File: config.mk
export PLATFORM = sky130hd
export DESIGN_NAME = dpll_lock_ctrl
export DESIGN_NICKNAME = d
export VERILOG_FILES = /design/src/design/dpll_lock_pkg.sv /design/src/design/dpll_lock_if.sv /design/src/design/code_accum.sv /design/src/design/cycle_correction.sv /design/src/design/dpll_lock_ctrl.sv /design/src/design/error_sample.sv /design/src/design/lock_fsm.sv
export SDC_FILE = /design/constraint.sdc
export NUM_CORES = 2
export LEC_CHECK = 0
export ABC_AREA = 1
export BUFFER_PORTS_ARGS = -buffer_cell sky130_fd_sc_hd__buf_2
export CORE_AREA = 2 2 229 231
export CTS_CLUSTER_SIZE = 24
export DETAILED_ROUTE_END_ITERATION = 12
export DIE_AREA = 0 0 231 233
export PLACE_DENSITY = 0.76
export SLEW_MARGIN = 20
export SYNTH_ARGS = -nofsm -noshare
export SYNTH_HDL_FRONTEND = slang
export SYNTH_SLANG_ARGS = --single-unit
File: constraint.sdc
create_clock -name dco_change_edge -period 27.6 [get_ports dco_change_edge]
set_input_delay 4.14 -clock dco_change_edge [delete_from_list [all_inputs] [get_ports dco_change_edge]]
set_output_delay 4.14 -clock dco_change_edge [all_outputs]
set_load 0.03 [all_outputs]
File: src/design/dpll_lock_pkg.sv
package dpll_lock_pkg;

   ////////////////////////////////////////////////////////////////////////////
   // fixed-point types

   typedef logic signed [13:0] count_t;  // phase count, period change
   typedef logic [12:0] tdc_t;           // tdc magnitude
   typedef logic [13:0] code_t;          // dco code, 9.5
   typedef logic [12:0] out_code_t;      // code without its lsb
   typedef logic [6:0] cyc_t;            // dco cycle count or divider
   typedef logic [11:0] recip_t;         // 1/n in 1.11, scales in 3.9
   typedef logic [7:0] gain_t;           // loop gain, 6.2
   typedef logic signed [11:0] gainn_t;  // gain times N
   typedef logic [1:0] sel_t;            // scale and base selects

   typedef enum logic [4:0] {
      st_start,
      st_wait_init0,
      st_resnap_initial,
      st_wait_after_resnap,
      st_wait_init1,
      st_wait_init2,
      st_freq_first,
      st_freq_second,
      st_freq,
      st_check_effect,
      st_resnap,
      st_phase_wait,
      st_phase_first,
      st_phase,
      st_phase_locked1,
      st_phase_locked,
      st_resnap_wrong,
      st_wait_wrong
   } lock_state_t;

   ////////////////////////////////////////////////////////////////////////////
   // limits and constants

   localparam code_t CODE_MAX = 14'd9600;       // 300.0 in 9.5
   localparam int EDGE_DELAY_BASE = 3;          // dco edges before the code lands
   localparam int RECIP_MIN = 4;
   localparam int RECIP_MAX = 45;
   localparam int FRAC_SHIFT = 9;
   localparam int DIV_MARGIN = 2;
   localparam recip_t SCALE_LIMIT = 12'd768;    // 1.5 in 3.9

   // correction scale select
   localparam sel_t SCALE_NONE = 2'd0;
   localparam sel_t SCALE_FREQ = 2'd1;
   localparam sel_t SCALE_PHASE = 2'd2;

   // code base select
   localparam sel_t BASE_INIT = 2'd0;
   localparam sel_t BASE_RUN = 2'd1;
   localparam sel_t BASE_LOCK = 2'd2;

endpackage

File: src/design/dpll_lock_if.sv
`timescale 1ns/10ps

// error correction request from the fsm, answered by the accumulator
interface corr_if import dpll_lock_pkg::*; ();

   count_t corr_in1;
   count_t corr_in2;
   sel_t   scale_sel;
   count_t err_in;
   count_t corrected;   // err_in + (in1 - in2) * scale

   modport fsm (
      output corr_in1,
      output corr_in2,
      output scale_sel,
      output err_in,
      input  corrected
   );

   modport accum (
      input  corr_in1,
      input  corr_in2,
      input  scale_sel,
      input  err_in,
      output corrected
   );

endinterface

// code update control
interface code_if import dpll_lock_pkg::*; ();

   count_t update;
   logic   gain_en;
   sel_t   base_sel;
   logic   store_lock;   // capture code at frequency lock
   count_t update_old;

   modport fsm (
      output update,
      output gain_en,
      output base_sel,
      output store_lock,
      input  update_old
   );

   modport accum (
      input  update,
      input  gain_en,
      input  base_sel,
      input  store_lock,
      output update_old
   );

endinterface

File: src/design/code_accum.sv
`timescale 1ns/10ps

module code_accum import dpll_lock_pkg::*; (
   input  logic      dco_change_edge,
   input  logic      reset2,
   corr_if.accum     corr,
   code_if.accum     code,
   input  gain_t     gain,
   input  cyc_t      divider,
   input  code_t     init_code,
   input  recip_t    freq_scale,
   input  recip_t    phase_scale,
   output out_code_t dco_code,
   output out_code_t locked_code
);

   logic [14:0]        gn_full;     // 6.2 * 7.0
   gainn_t             gain_n;
   recip_t             sel_scale;
   logic signed [14:0] corr_diff;
   logic signed [27:0] corr_prod;
   logic signed [27:0] corr_sum;
   code_t              base;
   logic signed [25:0] code_prod;
   logic signed [26:0] code_sum;
   code_t              code_next;
   code_t              code_reg;
   code_t              lock_reg;

   assign gn_full = gain * divider;
   assign gain_n = code.gain_en ? $signed(gn_full[13:2]) : '0;   // drop gain fraction

   ////////////////////////////////////////////////////////////////////////////
   // error correction

   always_comb begin
      case (corr.scale_sel)
         SCALE_FREQ:  sel_scale = freq_scale;
         SCALE_PHASE: sel_scale = phase_scale;
         default:     sel_scale = '0;
      endcase
      corr_diff = corr.corr_in1 - corr.corr_in2;
      corr_prod = corr_diff * $signed({1'b0, sel_scale});
      corr_sum = (corr_prod >>> FRAC_SHIFT) + corr.err_in;
      corr.corrected = count_t'(corr_sum);
   end

   ////////////////////////////////////////////////////////////////////////////
   // next code, clamped to 0 .. CODE_MAX

   always_comb begin
      case (code.base_sel)
         BASE_INIT: base = init_code;
         BASE_LOCK: base = lock_reg;
         default:   base = code_reg;
      endcase
      code_prod = code.update * gain_n;
      code_sum = (code_prod >>> FRAC_SHIFT) + $signed({13'b0, base});
      if (code_sum < 0) begin
         code_next = '0;
      end else if (code_sum > $signed({13'b0, CODE_MAX})) begin
         code_next = CODE_MAX;
      end else begin
         code_next = code_sum[13:0];
      end
   end

   always_ff @(posedge dco_change_edge) begin
      if (!reset2) begin
         code_reg <= init_code;
         lock_reg <= init_code;   // cold start hands over init code
         code.update_old <= '0;
      end else begin
         code_reg <= code_next;
         code.update_old <= code.update;
         if (code.store_lock) lock_reg <= code_reg;
      end
   end

   assign dco_code = code_reg[13:1];
   assign locked_code = lock_reg[13:1];

endmodule

File: src/design/cycle_correction.sv
`timescale 1ns/10ps

module cycle_correction import dpll_lock_pkg::*; (
   input  logic       dco_change_edge,
   input  logic       reset2,
   input  cyc_t       freq_counter,
   input  logic [2:0] edge_select,
   input  cyc_t       divider,
   output cyc_t       cycle_passed,
   output recip_t     freq_scale,
   output recip_t     phase_scale
);

   cyc_t        freq_d1;
   cyc_t        freq_d2;
   cyc_t        cycles_left;
   recip_t      recip;        // 1/cycles_left, 1.11
   logic [18:0] fs_full;
   logic [18:0] ps_full;

   always_ff @(posedge dco_change_edge) begin
      if (!reset2) begin
         freq_d1 <= '0;
         freq_d2 <= '0;
      end else begin
         freq_d1 <= freq_counter;
         freq_d2 <= freq_d1;
      end
   end

   // dco cycles gone by when the new code reaches the oscillator
   assign cycle_passed = freq_d2 + cyc_t'(EDGE_DELAY_BASE) + cyc_t'(edge_select);
   assign cycles_left = divider - cycle_passed;

   ////////////////////////////////////////////////////////////////////////////
   // reciprocal table, rounded 2048/n

   always_comb begin
      recip = '0;   // outside the table
      for (int n = RECIP_MIN; n <= RECIP_MAX; n++) begin
         if (cycles_left == cyc_t'(n)) begin
            recip = recip_t'((4096 + n) / (2 * n));
         end
      end
   end

   // passed/left and divider/left, both brought to 3.9
   assign fs_full = recip * cycle_passed;
   assign ps_full = recip * divider;

   always_comb begin
      if (|fs_full[18:14]) begin
         freq_scale = '1;   // saturate
      end else begin
         freq_scale = fs_full[13:2];
      end
      if (|ps_full[18:14]) begin
         phase_scale = '1;
      end else begin
         phase_scale = ps_full[13:2];
      end
   end

endmodule

File: src/design/dpll_lock_ctrl.sv
`timescale 1ns/10ps

module dpll_lock_ctrl import dpll_lock_pkg::*; (
   input  logic        dco_change_edge,
   input  logic        reset2,
   input  tdc_t        tdc_mag,
   input  logic        early,
   input  cyc_t        freq_counter,
   input  logic [2:0]  edge_select,
   input  cyc_t        divider,
   input  gain_t       gain,
   input  code_t       init_code,
   input  count_t      count_high_limit,
   input  count_t      count_low_limit,
   input  count_t      force_increment,
   input  count_t      force_decrement,
   input  count_t      freq_tol_neg,
   input  count_t      freq_tol_pos,
   input  count_t      phase_tol_neg,
   input  count_t      phase_tol_pos,
   input  logic        cold_start_traditional,
   input  logic        computational_start,
   input  logic        resnap_ack,
   output logic        resnap_req,
   output lock_state_t status,
   output logic        freq_locked,
   output logic        lowbw,
   output out_code_t   dco_code,
   output out_code_t   locked_code
);

   count_t count;
   count_t count_old;
   count_t period_change;
   cyc_t   cycle_passed;
   recip_t freq_scale;
   recip_t phase_scale;

   corr_if corr_bus ();
   code_if code_bus ();

   error_sample u_error_sample (
      .dco_change_edge, .reset2, .tdc_mag, .early,
      .count, .count_old, .period_change
   );

   cycle_correction u_cycle_correction (
      .dco_change_edge, .reset2, .freq_counter, .edge_select, .divider,
      .cycle_passed, .freq_scale, .phase_scale
   );

   lock_fsm u_lock_fsm (
      .dco_change_edge, .reset2,
      .corr (corr_bus.fsm),
      .code (code_bus.fsm),
      .count, .count_old, .period_change,
      .cycle_passed, .divider, .freq_scale,
      .cold_start_traditional, .computational_start,
      .count_high_limit, .count_low_limit,
      .force_increment, .force_decrement,
      .freq_tol_neg, .freq_tol_pos, .phase_tol_neg, .phase_tol_pos,
      .resnap_ack, .resnap_req, .status, .freq_locked, .lowbw
   );

   code_accum u_code_accum (
      .dco_change_edge, .reset2,
      .corr (corr_bus.accum),
      .code (code_bus.accum),
      .gain, .divider, .init_code, .freq_scale, .phase_scale,
      .dco_code, .locked_code
   );

endmodule

File: src/design/error_sample.sv
`timescale 1ns/10ps

module error_sample import dpll_lock_pkg::*; (
   input  logic   dco_change_edge,
   input  logic   reset2,
   input  tdc_t   tdc_mag,
   input  logic   early,
   output count_t count,
   output count_t count_old,
   output count_t period_change
);

   count_t count_signed;

   // early edge means positive phase error
   always_comb begin
      if (early) begin
         count_signed = count_t'({1'b0, tdc_mag});
      end else begin
         count_signed = -count_t'({1'b0, tdc_mag});
      end
   end

   always_ff @(posedge dco_change_edge) begin
      if (!reset2) begin
         count <= '0;
         count_old <= '0;
      end else begin
         count <= count_signed;
         count_old <= count;   // one sample back
      end
   end

   // phase moved this much over one reference period
   assign period_change = count - count_old;

endmodule

File: src/design/lock_fsm.sv
`timescale 1ns/10ps

module lock_fsm import dpll_lock_pkg::*; (
   input  logic        dco_change_edge,
   input  logic        reset2,
   corr_if.fsm         corr,
   code_if.fsm         code,
   input  count_t      count,
   input  count_t      count_old,
   input  count_t      period_change,
   input  cyc_t        cycle_passed,
   input  cyc_t        divider,
   input  recip_t      freq_scale,
   input  logic        cold_start_traditional,
   input  logic        computational_start,
   input  count_t      count_high_limit,
   input  count_t      count_low_limit,
   input  count_t      force_increment,
   input  count_t      force_decrement,
   input  count_t      freq_tol_neg,
   input  count_t      freq_tol_pos,
   input  count_t      phase_tol_neg,
   input  count_t      phase_tol_pos,
   input  logic        resnap_ack,
   output logic        resnap_req,
   output lock_state_t status,
   output logic        freq_locked,
   output logic        lowbw
);

   lock_state_t state_n;
   logic        ack_seen;     // ack came back high in this resnap
   logic        ack_seen_n;
   logic        req_n;
   logic        resnap_n;     // next state is a resnap state
   logic        limit_hit;
   logic        late_edge;
   logic        freq_tol_ok;
   logic        phase_tol_ok;

   assign limit_hit = (count >= count_high_limit) || (count <= count_low_limit);
   assign late_edge = cycle_passed >= cyc_t'(divider - cyc_t'(DIV_MARGIN));
   assign freq_tol_ok = (corr.corrected >= freq_tol_neg) && (corr.corrected <= freq_tol_pos);
   assign phase_tol_ok = (count > phase_tol_neg) && (count < phase_tol_pos);

   ////////////////////////////////////////////////////////////////////////////
   // correction inputs, decoded from the state only

   always_comb begin
      corr.corr_in1 = '0;
      corr.corr_in2 = '0;
      corr.err_in = '0;
      corr.scale_sel = SCALE_NONE;
      case (status)
         st_freq_first, st_check_effect: begin
            corr.err_in = period_change;   // plain period change
         end
         st_freq_second, st_freq: begin
            corr.corr_in1 = period_change;
            corr.corr_in2 = code.update_old;
            corr.err_in = period_change;
            corr.scale_sel = SCALE_FREQ;
         end
         st_phase_first, st_phase: begin
            corr.corr_in1 = count;
            corr.scale_sel = SCALE_PHASE;
         end
         default: ;
      endcase
   end

   ////////////////////////////////////////////////////////////////////////////
   // next state and update

   always_comb begin
      state_n = status;
      code.update = '0;
      code.gain_en = 1'b0;
      code.base_sel = BASE_RUN;
      code.store_lock = 1'b0;
      case (status)
         st_start: begin
            code.base_sel = BASE_INIT;
            state_n = st_wait_init0;
         end
         st_wait_init0: begin
            code.base_sel = BASE_INIT;
            state_n = st_resnap_initial;
         end
         st_resnap_initial: begin
            code.base_sel = BASE_INIT;
            if (ack_seen && !resnap_ack) state_n = st_wait_after_resnap;
         end
         st_wait_after_resnap: begin
            code.base_sel = BASE_INIT;
            state_n = st_wait_init2;
         end
         st_wait_init1: begin
            code.base_sel = BASE_INIT;
            state_n = st_wait_init2;
         end
         st_wait_init2: begin
            code.base_sel = BASE_INIT;
            state_n = st_freq_first;
         end
         st_freq_first: begin
            code.gain_en = 1'b1;
            if (count >= count_high_limit) begin
               code.update = force_increment;   // tdc ran out of range
               state_n = st_resnap_wrong;
            end else if (count <= count_low_limit) begin
               code.update = force_decrement;
               state_n = st_resnap_wrong;
            end else if (freq_tol_ok) begin
               state_n = st_check_effect;
            end else begin
               code.update = corr.corrected;
               state_n = st_freq_second;
            end
         end
         st_freq_second, st_freq: begin
            code.gain_en = 1'b1;
            if (limit_hit || late_edge ||
                (status == st_freq && freq_scale >= SCALE_LIMIT)) begin
               state_n = st_resnap_wrong;   // estimate no longer trusted
            end else if (freq_tol_ok) begin
               state_n = st_check_effect;
            end else begin
               code.update = corr.corrected;
               state_n = st_freq;
            end
         end
         st_check_effect: begin
            if (freq_tol_ok) begin
               code.store_lock = 1'b1;
               state_n = st_resnap;
            end else begin
               state_n = st_freq_first;
            end
         end
         st_resnap: begin
            if (ack_seen && !resnap_ack) state_n = st_phase_wait;
         end
         st_phase_wait: begin
            code.base_sel = BASE_LOCK;
            state_n = st_phase_first;
         end
         st_phase_first, st_phase: begin
            code.base_sel = BASE_LOCK;   // offset from the lock code
            code.gain_en = 1'b1;
            if (phase_tol_ok) begin
               state_n = st_phase_locked1;
            end else begin
               state_n = st_phase;
               if (status == st_phase && (count[13] ^ count_old[13])) begin
                  code.update = corr.corrected >>> 1;   // crossed zero, back off
               end else begin
                  code.update = corr.corrected;
               end
            end
         end
         st_phase_locked1: begin
            code.base_sel = BASE_LOCK;
            state_n = st_phase_locked;
         end
         st_phase_locked: begin
            code.base_sel = BASE_LOCK;   // hand over the lock code
            if (computational_start) state_n = st_wait_init1;
         end
         st_resnap_wrong: begin
            if (ack_seen && !resnap_ack) state_n = st_wait_wrong;
         end
         st_wait_wrong: begin
            state_n = st_freq_first;
         end
         default: state_n = st_start;
      endcase
   end

   ////////////////////////////////////////////////////////////////////////////
   // four-phase resnap handshake

   assign resnap_n = state_n inside {st_resnap_initial, st_resnap, st_resnap_wrong};
   assign ack_seen_n = resnap_n && (ack_seen || (resnap_req && resnap_ack));
   assign req_n = resnap_n && !ack_seen_n && (resnap_req || !resnap_ack);   // no rise on ack high

   always_ff @(posedge dco_change_edge) begin
      if (!reset2) begin
         status <= cold_start_traditional ? st_phase_locked : st_start;
         resnap_req <= 1'b0;
         ack_seen <= 1'b0;
      end else begin
         status <= state_n;
         resnap_req <= req_n;
         ack_seen <= ack_seen_n;
      end
   end

   assign freq_locked = status inside {st_resnap, st_phase_wait, st_phase_first, st_phase,
                                       st_phase_locked1, st_phase_locked};
   assign lowbw = (status == st_phase_locked);

endmodule

== After elaboration in Yosys (flattened, before gate mapping) ==
Index checks and enable logic that the tools add are counted.
Word-level totals
  flip-flop bits (word level): 91
  output and inout port bits: 34
  word-level logic and storage cells: 216
  input port bits: 170
Cells by class
  $mul: 5
  reductions and logical operators: 31
  bitwise logic cells: 2
  $add $sub $neg: 9
  magnitude comparators: 10
  equality and inequality tests: 66
  multiplexer cells: 82
Operators by type and width (number)
  $mux W10: 42
  $mux W14: 12
  $eq A7 B5 Y1 const B: 16
  $eq A7 B6 Y1 const B: 14
  $pmux W5 S14: 1
  $eq A7 B4 Y1 const B: 8
  $pmux W14 S2: 2
  $eq A5 B4 Y1 const B: 9
  $pmux W14 S3: 1
  $mux W5: 8
  $mux W12: 3
  $mul A10 B7 Y17: 2
  $eq A7 B3 Y1 const B: 4
  $ge A14 B14 Y1: 2
  $le A14 B14 Y1: 2
  $mul A14 B12 Y26: 1
  $mux W13: 2
  $pmux W12 S2: 1
  $mul A15 B13 Y23: 1
  $eq A5 B3 Y1 const B: 4
  $reduce_or A5 Y1: 4
  $add A17 B15 Y18: 1
  $gt A18 B15 Y1 const B: 1
  $lt A18 B1 Y1 const B: 1
  35 further kinds: 63

== Depth between registers and ports, before layout ==
  depth in word-level cells: 64
  mapped depth: 140
  mapped depth without buffers: 136

== By module ==
From an unflattened synthesis, not the netlist that was laid out.
Unflattened totals
  cells, all modules: 4437
  area, all modules: 30551.8 um^2
Modules (own cells, without submodules)
  code_accum: area an instance 17973.5 um^2, sequential area each 980.9 um^2, cells an instance 2416, instances 1
  cycle_correction: area an instance 6297.3 um^2, sequential area each 280.3 um^2, cells an instance 934, instances 1
  lock_fsm: area an instance 4372.9 um^2, sequential area each 140.1 um^2, cells an instance 797, instances 1
  error_sample: area an instance 1908.1 um^2, sequential area each 560.5 um^2, cells an instance 290, instances 1

== Worst setup path before layout ==
No wires, ideal clock.
  path type: input to register
  start: input edge_select[1]
  end: register u_code_accum.code_reg[0]
  setup time: 0.074 ns
  required time: 27.526 ns
  buffers on the path: 3
  data arrival time: 25.249 ns
  stages on the path: 128
  setup slack: 2.276 ns
  cells stage by stage: inv_1 > ha_1 > inv_1 > ha_1 > fa_1 > xor2_1 > inv_1 > ha_1 > inv_1 > nor2_1 > nor2_1 > o21ai_1 > a21oi_2 > nand2_2 > nand4_4 > inv_2 > buf_6 > o41ai_2 > (+92 left out) > o21ai_0 > a31oi_1 > o21ai_0 > xor2_1 > ha_1 > nand2_1 > nor3_1 > nand3_1 > o2111ai_1 > and2_1 > o21bai_1 > o21ai_0 > o21ai_0 > nor3_1 > nand2_1 > nand2_1 > nand2_1 > o21ai_0
Between the ends
  longest elaborated chain between the ends: 63
  elaborated cells between the ends (all ways): 117
Ends and longest elaborated chain
  start: declaration: line dpll_lock_ctrl.sv:9  | input logic [2:0] edge_select,
  $add A7 B3 Y7 *: line cycle_correction.sv:32  | assign cycle_passed = freq_d2 + cyc_t'(EDGE_DELAY_BASE) + cyc_t'(edge_select);
  $sub A7 B7 Y7: line cycle_correction.sv:33  | assign cycles_left = divider - cycle_passed;
  $eq A7 B3 Y1: line cycle_correction.sv:41  | if (cycles_left == cyc_t'(n)) begin
  $mux W10 (42 in a row): line cycle_correction.sv:41
  $mul A10 B7 Y17 (on tied branches): line cycle_correction.sv:49, cycle_correction.sv:48
  $reduce_or A5 Y1 (on tied branches): line cycle_correction.sv:57, cycle_correction.sv:52
  $mux W12 (on tied branches): line cycle_correction.sv:57, cycle_correction.sv:52
  $pmux W12 S2: line code_accum.sv:37  | case (corr.scale_sel)
  (+6 left out)
  $mux W14: line lock_fsm.sv:108  | if (count >= count_high_limit) begin
  $pmux W14 S3 *: line lock_fsm.sv:81  | case (status)
  $mul A14 B12 Y26 *: line code_accum.sv:57  | code_prod = code.update * gain_n;
  $add A17 B15 Y18 *: line code_accum.sv:58  | code_sum = (code_prod >>> FRAC_SHIFT) + $signed({13'b0, base});
  $gt A18 B15 Y1: line code_accum.sv:61  | end else if (code_sum > $signed({13'b0, CODE_MAX})) begin
  $mux W14: line code_accum.sv:61
  $mux W14 *: line code_accum.sv:59  | if (code_sum < 0) begin
  $mux W14 *: line code_accum.sv:69  | if (!reset2) begin
  end signal: assignment: line code_accum.sv:70  | code_reg <= init_code;
  end signal: assignment: line code_accum.sv:74  | code_reg <= code_next;
  end: declaration: line code_accum.sv:27  | code_t code_reg;
Every way passes the cells marked *; elsewhere a longest branch is shown, timed or not.
A chain may end at the register's enable or synchronous reset.

== Worst setup path after layout ==
  start: input edge_select[1]
  end: register u_code_accum.code_reg[7]
The elaborated chain is that of the path after synthesis.

==> qor.yml <==
tritoncts: "built"
place_congestion: 1.00
avgSynthCellArea_sq_um: 7.07
grt_pass1_wl_microns: 139000
crit_path_start_kind: "primary input"
core-area_sq_um: 51100
cap_violations: 0
path_buf_inv: 23
ys_async_sr_fraction_pct: 0
num-nets-final: 5295
ys.warnings.count: 0
portBuffers: 203
htree_num_levels: 3
final_core_util_pct: 62.4
antenna_found_initial: 3
cts_made_buffers: 9
yosys.area.top_type_share_pct: 27.8
cp-end-kind: "flip-flop"
multi_input_area_sq_um: 23300
placed_area_sq_um: 31100
drc_errors: 0
grt.overflow.total: 0
grt_usage_pct: 32.7
setup_viol: 0
status: "complete, no violations"
grt_max_degree: 65
ys_ff_latch: 91
fp-row-count: 83
dp_hpwl_microns: 72500
root_buffer: "clkbuf_16"
clock.fmax_ghz: 0.0380
fillers: 4809
period_share_pct: 95.4
finalCriticalPeriod_ns: 26.34
powerDensity_nw_per_um2: 66.3
synthCells: 4159
slew_headroom_pct: 31.0
ff_latch_area_sq_um: 1960
hold_class: "reg2reg"
initial_core_util_pct: 57.5
p_leak_nw: 18.1
synth_edf_count: 14
finalInstanceArea_sq_um: 31900
first_global_vias: 27200
cts.path.max_buffers: 2
critPathMaxFanout: 11
routed_via_density: 5.41
initialDrtViolationCount: 2081
syn_nets: 5095
wl_per_cell_microns: 17.0
drtAntennaViolNets: 0
ir_drop_mv: 0.0855
io_pins: 204
cpMostUsedCell: "nand2_1"
finalWirelength_microns: 85900
cp_slowest_cell: "fa_2"
worst-r2r-setup-slack_ns: 4.79
num_vias: 27300
synth_area_leaders: "fa_1, ha_1, inv_1"
synth_flop_cell: "dfxtp_1"
hold_buffers: 0
fp.dieW_microns: 231
clkLatencyLatePin_ns: 0.38
max_stage_delay_ns: 0.59
cts_sinks: 91
finClkSkew_ns: 0.0135
dr.pass1.iters: 6
synth_cell_types: 70
area.growth.synth_to_final_pct: 8.45
critPathTopFamily: "adder cells"
dieArea_sq_um: 53800
ys_seq_area_share_pct: 6.67
cp.arrival_ns: 26.58
drv_slew: 0
worst_ep_required_time_ns: 27.84
clkTransAtPathRegs_ns: 0.08
hold_viol: 0
critPathKind: "in2reg"
max_slew.worst_pin.slew_ns: 1.03
drive_gt1_share_pct: 10.2
die_h_microns: 233
post-synth-top-area-cell: "fa_1"
syn_area_sq_um: 29400
cell type report:
type / instances / share of cell area, %
Antenna cell: 2 / 0.0157
Clock inverter: 7 / 0.216
Inverter: 1021 / 12.1
Clock buffer: 9 / 0.707
Sequential cell: 91 / 6.15
Tap cell: 680 / 2.67
Multi-Input combinational cell: 2961 / 73.2
Timing Repair Buffer: 275 / 4.91
through the flow:
step | setup slack [ns] | instances | hold slack [ns] | TNS [ns] | total power, W
finish | 1.26 | 5046 | 0.410 | 0 | 0.00211
global route | -0.128 | 5046 | 0.442 | -1.22 | 0.00233
CTS | 0.183 | 5015 | 0.411 | 0 | 0.00204
detailed placement | -0.140 | 4999 | 0.398 | -0.856 | 0.00190
global placement | 0.136 | 4999 | 0.392 | 0 | 0.00189
floorplan | 2.28 | 4159 | 0.390 | 0 | 0.00144
routing by layer:
layer | routed length, microns | track usage, %
met1 | 34100 | 40.5
met2 | 41200 | 56.4
met3 | 5920 | 4.31
met4 | 4710 | 15.8
met5 | 0 | 0
cell usage after synthesis, types with 17 or more instances:
cell type  number
nand2_1       878
fa_1          408
nand3_1       117
inv_1         983
dfxtp_1        77
nand4_1        29
nor3_1         37
clkbuf_1       49
buf_4          28
nor2_1        458
xor2_1         75
inv_2          25
ha_1          358
nand2_2        21
a21oi_1       210
o211ai_1       17
xnor2_1        41
o21ai_0       120
final timing paths:
kind,startpoint,endpoint,cells after the start
setup / recovery,edge_select[1],u_code_accum.code_reg[7],123
setup reg to reg,u_cycle_correction.freq_d2[1],u_code_accum.code_reg[7],122
hold reg to reg,u_cycle_correction.freq_d1[1],u_cycle_correction.freq_d2[1],2
hold / removal,u_cycle_correction.freq_d1[1],u_cycle_correction.freq_d2[1],2
power breakdown:
group	switching, W	internal, W	total (W)
combinational	0.00121	0.000592	0.00180
clock	0.0000657	0.0000636	0.000129
sequential	0.0000221	0.000159	0.000181
placed cells by master (no fill, tap or decap), drive strengths merged, types with 8 or more instances in the layout:
| cell type | synthesis | routed |
|---|---|---|
| o21bai | 14 | 14 |
| nand4 | 30 | 30 |
| a21oi | 211 | 211 |
| nand2 | 903 | 904 |
| fa | 408 | 408 |
| o21a | 8 | 8 |
| nor4 | 15 | 15 |
| clkinv | 11 | 11 |
| xor2 | 78 | 78 |
| a31oi | 9 | 9 |
| buf | 35 | 274 |
| o22ai | 15 | 15 |
| xnor2 | 42 | 42 |
| clkbuf | 52 | 10 |
| o21ai | 137 | 137 |
| nand3 | 131 | 131 |
| or2 | 14 | 14 |
| ha | 358 | 358 |
| inv | 1010 | 1011 |
| nor3 | 40 | 40 |
| o211ai | 17 | 17 |
| edfxtp | 14 | 14 |
| dfxtp | 77 | 77 |
| nor2 | 462 | 462 |
worst reg2reg max path, delay by kind of cell, from the launching register on:
family | cells | cell delay, ns
buf+inv | 22 | 2.00
compound gates | 22 | 3.53
flops | 1 | 0.31
xor+xnor | 2 | 0.44
fa+ha+maj | 24 | 10.33
simple gates | 52 | 6.07
logic make-up (layout without fill, tap and decap cells):
family	after synthesis	count (layout)	synth area share, %
AND/OR/NAND/NOR	1614	1615	22.9
AO/OA/AOI/OAI	460	460	8.94
adder cells (fa/ha/maj)	766	766	43.0
flip-flops	91	91	6.67
buffers and inverters	1108	1312	14.7
XOR/XNOR	120	120	3.75
other	0	2	0
timing repair:
| item | in CTS | in global routing |
|---|---|---|
| endpoints found under the setup margin | 0 | 14 |
| buffers inserted | 0 | 28 |
| resized for setup | 0 | 73 |
(Power assumes the default switching activity.)
